==> src/verilog/clock_face_settings.svh <==
// raster timing for 640x480 inside an 800x525 frame, one pixel per vgaclk
// sync windows are half-open, end value excluded
// dial and hand geometry assume the dial centre stays at 320,240
`ifndef CLOCK_FACE_SETTINGS_SVH
`define CLOCK_FACE_SETTINGS_SVH

// horizontal, in vgaclk cycles
`define H_TOTAL       800
`define H_SYNC_START  8
`define H_SYNC_END    104   // first cycle after hsync
`define H_VIS_START   152
`define H_VIS         640

// vertical, in lines
`define V_TOTAL       525
`define V_SYNC_START  2
`define V_SYNC_END    4     // first line after vsync
`define V_VIS_START   37
`define V_VIS         480

// dial, in visible pixel coordinates
`define DIAL_X        320
`define DIAL_Y        240
`define DIAL_R        200

// colours as 8:8:8 rgb
`define FACE_RGB      24'hFF_FFFF
`define SECOND_RGB    24'hFF_0000
`define MINUTE_RGB    24'h00_00FF
`define HOUR_RGB      24'h00_FF00

// sine/cosine scale is 2^TRIG_FRAC
`define TRIG_FRAC     16

`endif

==> src/verilog/clock_face_pkg.sv <==
// shared types for the clock face
// hand geometry is the unrotated rectangle, hand drawn along +x from its corner
// tick is a hand angle in 6 degree steps, only 0 to 59 are meaningful
package clock_face_pkg;

  typedef logic [9:0]          coord_t;  // counter or screen coordinate
  typedef logic [5:0]          tick_t;   // 0..59
  typedef logic signed [17:0]  trig_t;   // sin/cos scaled by 2^16
  typedef logic [23:0]         rgb_t;    // r in the top byte

  typedef struct packed {
    logic [4:0] hour;    // 0..23
    logic [5:0] minute;
    logic [5:0] second;
  } clock_time_t;

  // relative to the visible origin, wraps outside the visible area
  typedef struct packed {
    coord_t x;
    coord_t y;
  } pixel_pos_t;

  typedef struct packed {
    logic hsync;    // active low
    logic vsync;    // active low
    logic visible;  // active high
  } sync_t;

  typedef struct packed {
    coord_t x;      // corner before rotation
    coord_t y;
    coord_t len;    // extent along x
    coord_t wid;    // extent along y
  } hand_geom_t;

  typedef enum logic [1:0] {HAND_SECOND, HAND_MINUTE, HAND_HOUR} hand_id_t;

  // thin long second hand, short fat hour hand
  localparam hand_geom_t hand_geoms [3] = '{
    '{x: 10'd270, y: 10'd238, len: 10'd200, wid: 10'd4},
    '{x: 10'd280, y: 10'd237, len: 10'd200, wid: 10'd6},
    '{x: 10'd280, y: 10'd236, len: 10'd150, wid: 10'd8}
  };

endpackage

==> src/verilog/vga_timing.sv <==
// raster counters for an 800x525 frame, vcnt steps when hcnt wraps
// pos and sync are decoded from the counter state without a register stage
// pos wraps to large values outside the visible window
`include "clock_face_settings.svh"

module vga_timing (
  input  logic                      vgaclk,
  input  logic                      rst_n,
  output clock_face_pkg::pixel_pos_t pos,
  output clock_face_pkg::sync_t      sync
);
  import clock_face_pkg::*;

  coord_t hcnt;      // 0..799
  coord_t vcnt;      // 0..524
  logic   h_wrap;
  logic   h_vis;
  logic   v_vis;

  assign h_wrap = (hcnt == coord_t'(`H_TOTAL - 1));

  always_ff @(posedge vgaclk or negedge rst_n)
  begin
    if (!rst_n)
    begin
      hcnt <= '0;
      vcnt <= '0;
    end
    else
    begin
      hcnt <= h_wrap ? '0 : hcnt + 1'b1;
      if (h_wrap)  // new line
      begin
        if (vcnt == coord_t'(`V_TOTAL - 1))
          vcnt <= '0;  // new frame
        else
          vcnt <= vcnt + 1'b1;
      end
    end
  end

  // visible windows, end exclusive
  assign h_vis = (hcnt >= coord_t'(`H_VIS_START)) &&
                 (hcnt <  coord_t'(`H_VIS_START + `H_VIS));
  assign v_vis = (vcnt >= coord_t'(`V_VIS_START)) &&
                 (vcnt <  coord_t'(`V_VIS_START + `V_VIS));

  always_comb
  begin
    sync.hsync   = ~((hcnt >= coord_t'(`H_SYNC_START)) && (hcnt < coord_t'(`H_SYNC_END)));
    sync.vsync   = ~((vcnt >= coord_t'(`V_SYNC_START)) && (vcnt < coord_t'(`V_SYNC_END)));
    sync.visible = h_vis && v_vis;
    pos.x        = hcnt - coord_t'(`H_VIS_START);  // modulo 1024
    pos.y        = vcnt - coord_t'(`V_VIS_START);
  end

endmodule
==> config.mk <==
export PLATFORM = sky130hd
export DESIGN_NAME = vga_timing
export DESIGN_NICKNAME = d
export VERILOG_FILES = /design/src/verilog/clock_face_pkg.sv /design/src/verilog/vga_timing.sv
export VERILOG_INCLUDE_DIRS = /design/src /design/src/verilog
export SDC_FILE = /design/constraint.sdc
export NUM_CORES = 1
export LEC_CHECK = 0
export BUFFER_PORTS_ARGS = -buffer_cell sky130_fd_sc_hd__buf_2
export CORE_MARGIN = 1
export CORE_UTILIZATION = 45
export CTS_CLUSTER_SIZE = 8
export DETAILED_ROUTE_END_ITERATION = 10
export HOLD_SLACK_MARGIN = 0.1
export PLACE_DENSITY = 0.74
export SLEW_MARGIN = 20
export SYNTH_ARGS = -nofsm -noshare
export SYNTH_HDL_FRONTEND = slang
export SYNTH_SLANG_ARGS = --single-unit
==> constraint.sdc <==
create_clock -name vgaclk -period 3.9 [get_ports vgaclk]
set_clock_uncertainty 0.05 [all_clocks]
set_input_delay 0.195 -clock vgaclk [delete_from_list [all_inputs] [get_ports vgaclk]]
set_output_delay 0.195 -clock vgaclk [all_outputs]
set_load 0.02 [all_outputs]
==> results of run 1 <==
-- through the flow --
step	worst slack, ns	hold slack, ns	instance area, µm²	power [mW]
after global placement	1.723	0.1175	1538	0.2159
after floorplan	1.895	-0.1506	1451	0.2114
after CTS	1.554	0.3172	1600	0.3846
after detailed placement	1.617	0.1192	1538	0.2159
final	1.556	0.3091	1600	0.3794
after global routing	1.323	0.3231	1600	0.3929
-- layout make-up --
type	count	share of cell area [%]
multi-input combinational	120	51.99
sequential	20	31.27
timing repair buffer	25	8.131
tap	44	3.440
clock inverter	1	1.876
inverter	8	1.876
clock buffer	3	1.407
-- flip-flops by register name (all words and copies together), names as in the netlist --
name  flops
vcnt     10
hcnt     10
-- worst max-delay path by stage --
stage,from,slack (ns),cells after the start,to
detailed placement,hcnt[0],1.62,5,vcnt[4]
global placement,hcnt[0],1.72,5,vcnt[4]
global route,vcnt[0],1.32,7,pos[8]
floorplan,vcnt[0],1.89,6,pos[8]
finish,vcnt[0],1.56,7,sync[0]
CTS,vcnt[0],1.55,7,sync[0]
-- power groups by stage --
| stage | clock network (mW) | registers, mW | logic [mW] |
|---|---|---|---|
| floorplan | 0 | 0.211 | 0.000000385 |
| CTS | 0.172 | 0.207 | 0.00536 |
| global route | 0.180 | 0.207 | 0.00585 |
| global placement | 0 | 0.211 | 0.00459 |
| finish | 0.167 | 0.207 | 0.00499 |
| detailed placement | 0 | 0.211 | 0.00463 |
-- synthesized netlist by cell type (2+ instances only) --
master / n
nor4b_1: 2
o31ai_1: 2
nor2b_1: 2
xnor2_1: 11
nor2_1: 16
nand3_1: 8
nand2_1: 9
o21ai_0: 5
nor4_1: 2
xor2_1: 11
and4_1: 2
buf_4: 5
a21oi_1: 6
o21a_1: 2
buf_2: 2
clkbuf_1: 7
or3_1: 3
nor3_1: 2
and3_1: 3
o22ai_1: 2
nand4_1: 7
a211o_1: 2
ha_1: 7
inv_1: 8
dfrtp_1: 20
-- cell families (layout without fill, tap and decap cells) --
family                   Yosys count  in the layout  synth area share [%]
AND/OR/NAND/NOR                   66             66                 26.64
AO/OA/AOI/OAI                     24             24                 10.60
buffers and inverters             24             37                 8.190
XOR/XNOR                          22             22                 13.28
flip-flops                        20             20                 34.48
adder cells (fa/ha/maj)            7              7                 6.034
multiplexers                       1              1                0.7758
-- routing by layer --
metal,vias up,track usage (%)
met5,-,0
met4,0,3.061
met3,4,4.835
met2,29,25.97
met1,563,24.90
li1,589,-
==> qor.csv, run 1 <==
stage;metric;value;unit
clock_tree;cts_max_path_buffers;2;
critical_path;crit_required;3.65;ns
critical_path;cpPeakStageDelay;0.48;ns
layout;antennaDiodeCount;0;
yosys;avgSynthCellArea;8.850;µm²
critical_path;worstReg2RegStart;hcnt[0];
placed_design;gp_congestion;0.9058;
layout;utilization;52.42;%
yosys;yosysWarnings;0;
clock_tree;path_clk_slew;0.11;ns
routing;wire_per_inst;12.59;µm
clock_tree;cts.sinks;20;
routing;wl;2782;µm
clock_tree;cts_tree;built;
yosys;synthDistinctLibCells;43;
routing;top_layer;met4;
routing;vias;1185;
yosys;synthArstFlopShare;100.0;%
sta;tightestPinTransition;0.7642;ns
grt;grt_pass1_vias;1003;
power;intPower;0.3122;mW
hold_path;hp-class;in2async;
critical_path;reg2reg_depth;5;
clock_tree;cts_buffers;3;
layout;layout_commonest_cell;buf_2;
yosys;yosysTopAreaCell;dfrtp_1;
power;p_leak;0.7136;nW
critical_path;end_kind;output port;
sta;setup_violations;0;
clock_tree;cts_root_buffer;clkbuf_4;
critical_path;slowest_stage;dfrtp_1;
sta;fin_tns_setup;0;ns
layout;multi_input_area;832.0;µm²
die;die_x;58.79;µm
critical_path;cp-start-kind;flop;
layout;final_layout_size_suffix_gt1_share;20.34;%
power;comb_power_share;1.3;%
die;fp.coreArea;0.003053;mm²
clock_tree;clock_latency;0.30;ns
clock_tree;cts_setup_buffers;0;
routing;met3_length;134;µm
critical_path;cp_max_fo;8;
sta;rsz0062_at_grt;no;
sta;slew_headroom;48.78;%
grt;grt_overflow;0;
placed_design;numPortBuffers;24;
critical_path;r2r-end;vcnt[4];
clock_tree;h-tree-depth;1;
layout;ff_latch_area;500.5;µm²
sta;max_freq;426.5;MHz
routing;met1_length;1325;µm
sta;slew_viol_final;0;
power;switching_share;17.71;%
die;start_util;47.54;%
power;vdd_drop_max;0.0002060;V
layout;fill_cells;284;
routing;drtIter0Drc;44;
job;cap_violations;0;
critical_path;cp.buffers_inverters;2;
sta;fin_crit_sh;60.11;%
critical_path;critical_path.cell_chain;inv_1 -> ha_1 -> nor2b_1 -> o31ai_1 -> a31o_2 -> a21oi_1 -> buf_2;
yosys;synthTopCellsByArea;dfrtp_1 (34%), xnor2_1 (6.6%), xor2_1 (6.6%), ha_1 (6.0%), nor2_1 (4.1%);
yosys;yosys_most_used_dff;dfrtp_1;
routing;dr.pass1.iters;4;
critical_path;cp_top_family;compound AO/OA/AOI/OAI gates;
grt;grt_pass1_wl;4588;µm
status;status;complete, no violations;
yosys;synth_top_cell_area_share;34.48;%
die;die_area;0.003456;mm²
critical_path;crit_type;reg2out;
yosys;synth.ff_latch_count;20;
power;p_seq_share;54.6;%
power;power.share.clock;44.0;%
yosys;synth_enable_flop_cells;0;
sta;finalCriticalPeriod;2.344;ns
placed_design;dpl.cell_count;216;
grt;antenna_found_initial;0;
layout;area_delta_synth_final;10.26;%
yosys;synth.net_count;173;
yosys;syn_inst;164;
critical_path;cp.arrival;2.10;ns
die;rows;20;
layout;final_cells;221;
critical_path;r2r_slack;1.60;ns
routing;met2_length;1293;µm
layout;final_cell_mix;buf_2 (24), dfrtp_1 (20), nor2_1 (16), xor2_1 (11), xnor2_1 (11);
yosys;syn_area;0.001451;mm²
clock_tree;cts_resized;0;
power;powerDensity;237.1;mW/mm²
die;io_pins;25;
routing;drcViolationCount;0;
routing;viasPerCell;5.362;
power;p_sw;0.06718;mW
layout;nNetsFinal;187;
clock_tree;hold_buffers;1;
placed_design;dpl.hpwl;2047;µm
sta;hold_viol;0;
routing;ant_nets;0;
grt;grt_max_degree;21;
grt;track_usage;17.23;%
yosys;seq_area_frac_synth;34.48;%
die;fp.dieH;58.79;µm
No activity file was read; power rests on OpenSTA's default activity.
==> run 2: changes to the inputs <==
--- a/config.mk
+++ b/config.mk
@@ -6,13 +6,14 @@
 export SDC_FILE = /design/constraint.sdc
 export NUM_CORES = 1
 export LEC_CHECK = 0
+export ABC_AREA = 1
 export BUFFER_PORTS_ARGS = -buffer_cell sky130_fd_sc_hd__buf_2
 export CORE_MARGIN = 1
 export CORE_UTILIZATION = 45
 export CTS_CLUSTER_SIZE = 8
 export DETAILED_ROUTE_END_ITERATION = 10
 export HOLD_SLACK_MARGIN = 0.1
-export PLACE_DENSITY = 0.74
+export PLACE_DENSITY = 0.76
 export SLEW_MARGIN = 20
 export SYNTH_ARGS = -nofsm -noshare
 export SYNTH_HDL_FRONTEND = slang
==> constraint.sdc (replaced) <==
create_clock -name vgaclk -period 2.1 [get_ports vgaclk]
set_clock_uncertainty 0.05 [all_clocks]
set_input_delay 0.105 -clock vgaclk [delete_from_list [all_inputs] [get_ports vgaclk]]
set_output_delay 0.105 -clock vgaclk [all_outputs]
set_load 0.02 [all_outputs]
==> run 2 against run 1 <==
Non-clock buffer count rose by 3. Power increased by 87%. Global-route usage up 2.1 points. Setup slack worse by 1.4 ns. Worst hold slack worse by 0.10 ns. Critical path depth is 1 higher. Synthesized cell count grew 38%. Via count up 22%. Area after synthesis up 5.7%. Routed wire length up 16%. Critical endpoint is now pos[8]. Highest routed layer unchanged.
==> qor.csv, run 2 <==
stage;metric;value;unit;change
critical_path;cp_common_cell;nand2_2;;
grt;track_usage;19.32;%;+2.1 points
die;rows;20;;unchanged
yosys;syn_area;0.001534;mm²;+5.7%
critical_path;end_kind;output port;;
clock_tree;cts.sinks;20;;unchanged
grt;grt_overflow;0;;unchanged
sta;max_freq;502.8;MHz;
yosys;synthTopCellsByArea;dfrtp_1 (33%), nand2_1 (15%), inv_1 (8.1%), xor2_1 (7.4%), nand3_1 (6.2%);;
critical_path;cp_max_fo;7;;-1
layout;largest_registers;hcnt x10, vcnt x10;;
sta;fin_crit_sh;94.70;%;
routing;ant_nets;0;;unchanged
clock_tree;cts_tree;built;;
routing;drcViolationCount;0;;unchanged
clock_tree;cts_root_buffer;clkbuf_4;;
critical_path;cp-start-kind;flop;;
critical_path;slowest_stage;dfrtp_1;;
die;fp.coreArea;0.003153;mm²;+3.3%
die;fp.dieH;60.39;µm;+2.7%
layout;nNetsFinal;260;;+39%
layout;layout_commonest_cell;nand2_1;;
routing;dr.pass1.iters;4;;unchanged
yosys;synthArstFlopShare;100.0;%;unchanged
layout;final_layout_size_suffix_gt1_share;17.60;%;-2.7 points
status;status;complete, no violations;;
placed_design;numPortBuffers;24;;unchanged
power;vdd_drop_max;0.0003635;V;+76%
yosys;seq_area_frac_synth;32.63;%;-1.9 points
critical_path;cp.buffers_inverters;2;;unchanged
yosys;avgSynthCellArea;6.787;µm²;-23%
yosys;synth_enable_flop_cells;0;;unchanged
sta;setup_violations;0;;unchanged
power;finalPower;0.7077;mW;+87%
placed_design;placed_area;0.001664;mm²;+8.2%
critical_path;crit_required;1.95;ns;-1.70 ns
sta;finalCriticalPeriod;1.989;ns;
die;die_area;0.003646;mm²;+5.5%
grt;antenna_found_initial;0;;unchanged
grt;grt_max_degree;21;;unchanged
yosys;synth_top_cell_area_share;32.63;%;-1.9 points
die;die_x;60.39;µm;+2.7%
sta;hold_viol;0;;unchanged
placed_design;dpl.hpwl;2478;µm;+21%
routing;drtIter0Drc;81;;+84%
clock_tree;cts_max_path_buffers;2;;unchanged
clock_tree;path_clk_slew;0.11;ns;about the same
yosys;syn_inst;226;;+38%
hold_path;hp-class;in2async;;
routing;viasPerCell;4.912;;-8.4%
sta;fin_tns_setup;0;ns;unchanged
sta;slew_viol_final;0;;unchanged
routing;wire_per_inst;11.00;µm;-13%
clock_tree;cts_buffers;3;;unchanged
routing;wl;3234;µm;+16%
critical_path;critical_path.cell_chain;inv_2 -> ha_2 -> or2_2 -> nand2_2 -> nand2_2 -> nand2_1 -> xor2_1 -> buf_2;;
power;p_leak;0.9312;nW;+31%
sta;slew_headroom;67.07;%;+18 points
die;io_pins;25;;unchanged
critical_path;cpPeakStageDelay;0.39;ns;-0.09 ns
yosys;yosysWarnings;0;;unchanged
yosys;yosysTopAreaCell;dfrtp_1;;
layout;area_delta_synth_final;14.19;%;
yosys;synthDistinctLibCells;27;;-37%
job;cap_violations;0;;unchanged
critical_path;cp.arrival;1.83;ns;-0.27 ns
yosys;synth_most_common_cell;nand2_1;;
layout;antennaDiodeCount;0;;unchanged
routing;vias;1444;;+22%
yosys;synth.net_count;235;;+36%
grt;grt_pass1_vias;1213;;+21%
sta;rsz0062_at_grt;no;;
grt;grt_pass1_wl;5230;µm;+14%
power;powerDensity;404.0;mW/mm²;+70%
critical_path;cp_top_family;simple AND/OR/NAND/NOR gates;;
layout;stdcell_area;0.001752;mm²;+9.5%
placed_design;gp_congestion;0.8883;;-1.9%
sta;tightestPinTransition;0.4902;ns;-0.2740 ns
die;start_util;48.65;%;+1.1 points
yosys;yosys_most_used_dff;dfrtp_1;;
layout;final_cell_mix;nand2_1 (60), inv_1 (32), nor2_1 (25), buf_2 (23), dfrtp_1 (20);;
yosys;synth_common_cells;nand2_1 (62), inv_1 (33), nor2_1 (25), dfrtp_1 (20), nand3_1 (19);;
yosys;synth.ff_latch_count;20;;unchanged
clock_tree;h-tree-depth;1;;unchanged
critical_path;crit_type;reg2out;;
clock_tree;clock_latency;0.30;ns;about the same
==> run 2: logic make-up after synthesis <==
family | count (synthesis) | share of synthesized area [%]
buf+inv | 43 | 11.99
compound gates | 20 | 7.178
simple gates | 122 | 34.50
flops | 20 | 32.63
xor+xnor | 14 | 7.994
fa+ha+maj | 7 | 5.709
==> run 2: per-stage QoR <==
step / hold slack (ns) / worst slack [ns] / instances / utilization (%)
finish: 0.2071 / 0.1113 / 294 / 55.56
global route: 0.2641 / 0.008362 / 294 / 55.56
CTS: 0.2231 / 0.001263 / 294 / 55.24
detailed placement: 0.02681 / 0.2336 / 287 / 52.78
global placement: 0.03598 / 0.2573 / 287 / 52.78
floorplan: -0.2406 / 0.2060 / 226 / -
==> run 2: power breakdown <==
group | total (mW) | switching [mW] | internal, mW
Sequential | 0.385 | 0 | 0.385
Combinational | 0.00911 | 0.00723 | 0.00188
Clock | 0.314 | 0.121 | 0.193
==> run 2: final timing paths <==
kind / start / to / slack (ns) / cells after the start
max: vcnt[0] / pos[8] / 0.11 / 8
min: rst_n / hcnt[9] / 0.21 / 2
max reg2reg: hcnt[0] / vcnt[0] / 0.35 / 8
min reg2reg: vcnt[9] / vcnt[9] / 0.50 / 2
max in group asynchronous: rst_n / hcnt[6] / 1.49 / 2
min in group vgaclk: vcnt[9] / vcnt[9] / 0.50 / 2
==> run 2: layout make-up <==
| class | instances | area (µm²) |
|---|---|---|
| fillers | 320 | 1401 |
| multi-input cells | 163 | 857.1 |
| flip-flops and latches | 20 | 500.5 |
| repair buffers | 28 | 155.1 |
| inverters | 35 | 131.4 |
| well taps | 44 | 55.05 |
| clock inverters | 1 | 30.03 |
| clock buffers | 3 | 22.52 |
==> run 2: what timing repair did <==
item / 4_1_cts / 5_1_grt
pin swaps: 0 / 1
buffers inserted: 2 / 0
endpoints found under the setup margin: 3 / 4
resized for setup: 0 / 6
hold buffers: 1 / 0
hold endpoints to repair: 20 / 0
==> run 2: metal layers <==
metal / up-vias / global-route usage, % / wire, µm
li1: 753 / - / -
met1: 654 / 26.75 / 1575
met2: 35 / 29.83 / 1466
met3: 2 / 4.691 / 163
met4: 0 / 5.980 / 29
met5: - / 0 / 0
==> run 3: changes to the inputs <==
--- a/config.mk
+++ b/config.mk
@@ -13,7 +13,7 @@
 export CTS_CLUSTER_SIZE = 8
 export DETAILED_ROUTE_END_ITERATION = 10
 export HOLD_SLACK_MARGIN = 0.1
-export PLACE_DENSITY = 0.76
+export PLACE_DENSITY_LB_ADDON = 0.12
 export SLEW_MARGIN = 20
 export SYNTH_ARGS = -nofsm -noshare
 export SYNTH_HDL_FRONTEND = slang
==> run 3 against run 2 <==
Die area stayed put. Worst hold slack barely moved. Combinational power rose by 4.0%. Global-route usage rose by 2.0 points. Critical endpoint unchanged. Largest cell class unchanged.
==> qor.csv, run 3 (same netlist as run 2, synthesis figures left out) <==
stage;metric;value;unit;change
status;status;complete, no violations;;
critical_path;end_kind;output port;;
grt;antenna_found_initial;0;;unchanged
critical_path;crit_type;reg2out;;
die;io_pins;25;;unchanged
clock_tree;path_clk_slew;0.12;ns;about the same
grt;grt_pass1_vias;1217;;+0.33%
clock_tree;cts.sinks;20;;unchanged
sta;holdWs;0.2075;ns;+0.0003170 ns
power;powerDensity;403.0;mW/mm²;-0.23%
critical_path;cp_max_fo;4;;-3
sta;fin_tns_setup;0;ns;unchanged
die;die_area;0.003646;mm²;unchanged
grt;grt_max_degree;21;;unchanged
sta;finalCriticalPeriod;1.991;ns;+0.002496 ns
sta;setup_violations;0;;unchanged
grt;grt_pass1_wl;5733;µm;+9.6%
sta;max_freq;502.2;MHz;-0.13%
placed_design;numPortBuffers;24;;unchanged
routing;viasPerCell;4.783;;-2.6%
clock_tree;h-tree-depth;1;;unchanged
layout;final_layout_size_suffix_gt1_share;17.53;%;-0.070 points
layout;utilization;55.79;%;+0.24 points
power;vdd_drop_max;0.0003323;V;-8.6%
power;p_seq_share;54.3;%;about the same
sta;slew_headroom;69.16;%;+2.1 points
job;cap_violations;0;;unchanged
die;fp.coreArea;0.003153;mm²;unchanged
die;start_util;48.65;%;unchanged
sta;setup_slack;0.1088;ns;-0.002496 ns
grt;track_usage;21.28;%;+2.0 points
clock_tree;cts_buffers;3;;unchanged
routing;drtIter0Drc;73;;-9.9%
power;comb_power_share;1.3;%;about the same
sta;slew_viol_final;0;;unchanged
critical_path;worstReg2RegStart;hcnt[0];;
placed_design;gp_congestion;0.8815;;-0.77%
clock_tree;cts_root_buffer;clkbuf_4;;
die;fp.dieH;60.39;µm;unchanged
critical_path;cp.arrival;1.84;ns;about the same
layout;layout_commonest_cell;nand2_1;;
routing;wl;3312;µm;+2.4%
layout;final_cells;295;;+0.34%
power;p_leak;0.9363;nW;+0.55%
placed_design;dpl.hpwl;2598;µm;+4.9%
layout;antennaDiodeCount;0;;unchanged
sta;fin_crit_sh;94.82;%;+0.12 points
sta;tightestPinTransition;0.4626;ns;-0.02758 ns
layout;largest_registers;hcnt x10, vcnt x10;;
clock_tree;cts_tree;built;;
routing;dr.pass1.iters;4;;unchanged
routing;vias;1411;;-2.3%
critical_path;startpoint;vcnt[1];;
critical_path;cp-start-kind;flop;;
die;rows;20;;unchanged
power;p_sw;0.1291;mW;+0.87%
power;switching_share;18.20;%;+0.12 points
routing;wire_per_inst;11.23;µm;+2.1%
sta;hold_viol;0;;unchanged
power;power.share.clock;44.4;%;about the same
power;intPower;0.5800;mW;about the same
layout;nNetsFinal;261;;+0.38%
placed_design;dpl.cell_count;288;;+0.35%
die;die_x;60.39;µm;unchanged
layout;area_delta_synth_final;14.68;%;
routing;ant_nets;0;;unchanged
critical_path;crit_required;1.95;ns;about the same
hold_path;hp-class;in2async;;
clock_tree;cts_max_path_buffers;2;;unchanged
routing;drcViolationCount;0;;unchanged
layout;final_cell_mix;nand2_1 (61), inv_1 (32), nor2_1 (25), buf_2 (22), dfrtp_1 (20);;
grt;grt_overflow;0;;unchanged
critical_path;reg2reg_depth;8;;unchanged
placed_design;place_ws;0.3278;ns;+0.09420 ns
clock_tree;clock_latency;0.31;ns;about the same
[run 3: cell types whose count changed in the layout (fill, tap and decap cells not counted), sizes merged]
cell	before	now
buf	27	28
[run 3: final timing paths]
kind                            to  slack (ns)
min in group vgaclk        hcnt[0]        0.51
setup / recovery            pos[8]        0.11
max in group asynchronous  vcnt[5]        1.46
hold / removal             hcnt[4]        0.21
hold reg to reg            hcnt[0]        0.51
setup reg to reg           vcnt[2]        0.38
[run 3: timing repair]
item	4_1_cts	5_1_grt
hold endpoints to repair	20	0
hold buffers	1	0
buffers inserted	2	0
gates cloned	0	0
resized for setup	0	5
endpoints found under the setup margin	2	2
[run 3: routing by layer]
| layer | up-vias | share of wire [%] | track usage (%) |
|---|---|---|---|
| met5 | - | 0 | 0 |
| met4 | 0 | 0.63 | 3.987 |
| met3 | 4 | 4.5 | 3.838 |
| met2 | 32 | 43 | 31.08 |
| met1 | 625 | 52 | 32.84 |
| li1 | 750 | - | - |
[run 3: cell type report]
type	instances	area (µm²)
Multi-Input combinational cell	163	854.6
Clock inverter	1	30.03
Inverter	35	131.4
Sequential cell	20	500.5
Fill cell	347	1394
Timing Repair Buffer	29	165.2
Tap cell	44	55.05
Clock buffer	3	22.52
[run 3: stage by stage]
stage	instance area [µm²]	power [mW]
2_1_floorplan	1534	0.3925
3_3_place_gp	1672	0.4012
3_5_place_dp	1672	0.4012
4_1_cts	1749	0.7236
5_1_grt	1759	0.7404
6_report	1759	0.7090
[run 3: power groups by stage]
stage / logic [mW] / clock network, mW / registers (mW)
floorplan: 0.000000573 / 0 / 0.393
global placement: 0.00884 / 0 / 0.392
detailed placement: 0.00879 / 0 / 0.392
CTS: 0.0102 / 0.328 / 0.385
global route: 0.0113 / 0.344 / 0.385
finish: 0.00947 / 0.315 / 0.385
[run 3: worst max-delay path, cell delays in order (launching register included)]
cell and delay [ns]:
dfrtp_1 0.39, inv_2 0.06, ha_2 0.18, or2_2 0.30, nand2_1 0.10, nand2_2 0.08, nand2_1 0.08, xor2_1 0.16
buf_4 0.17
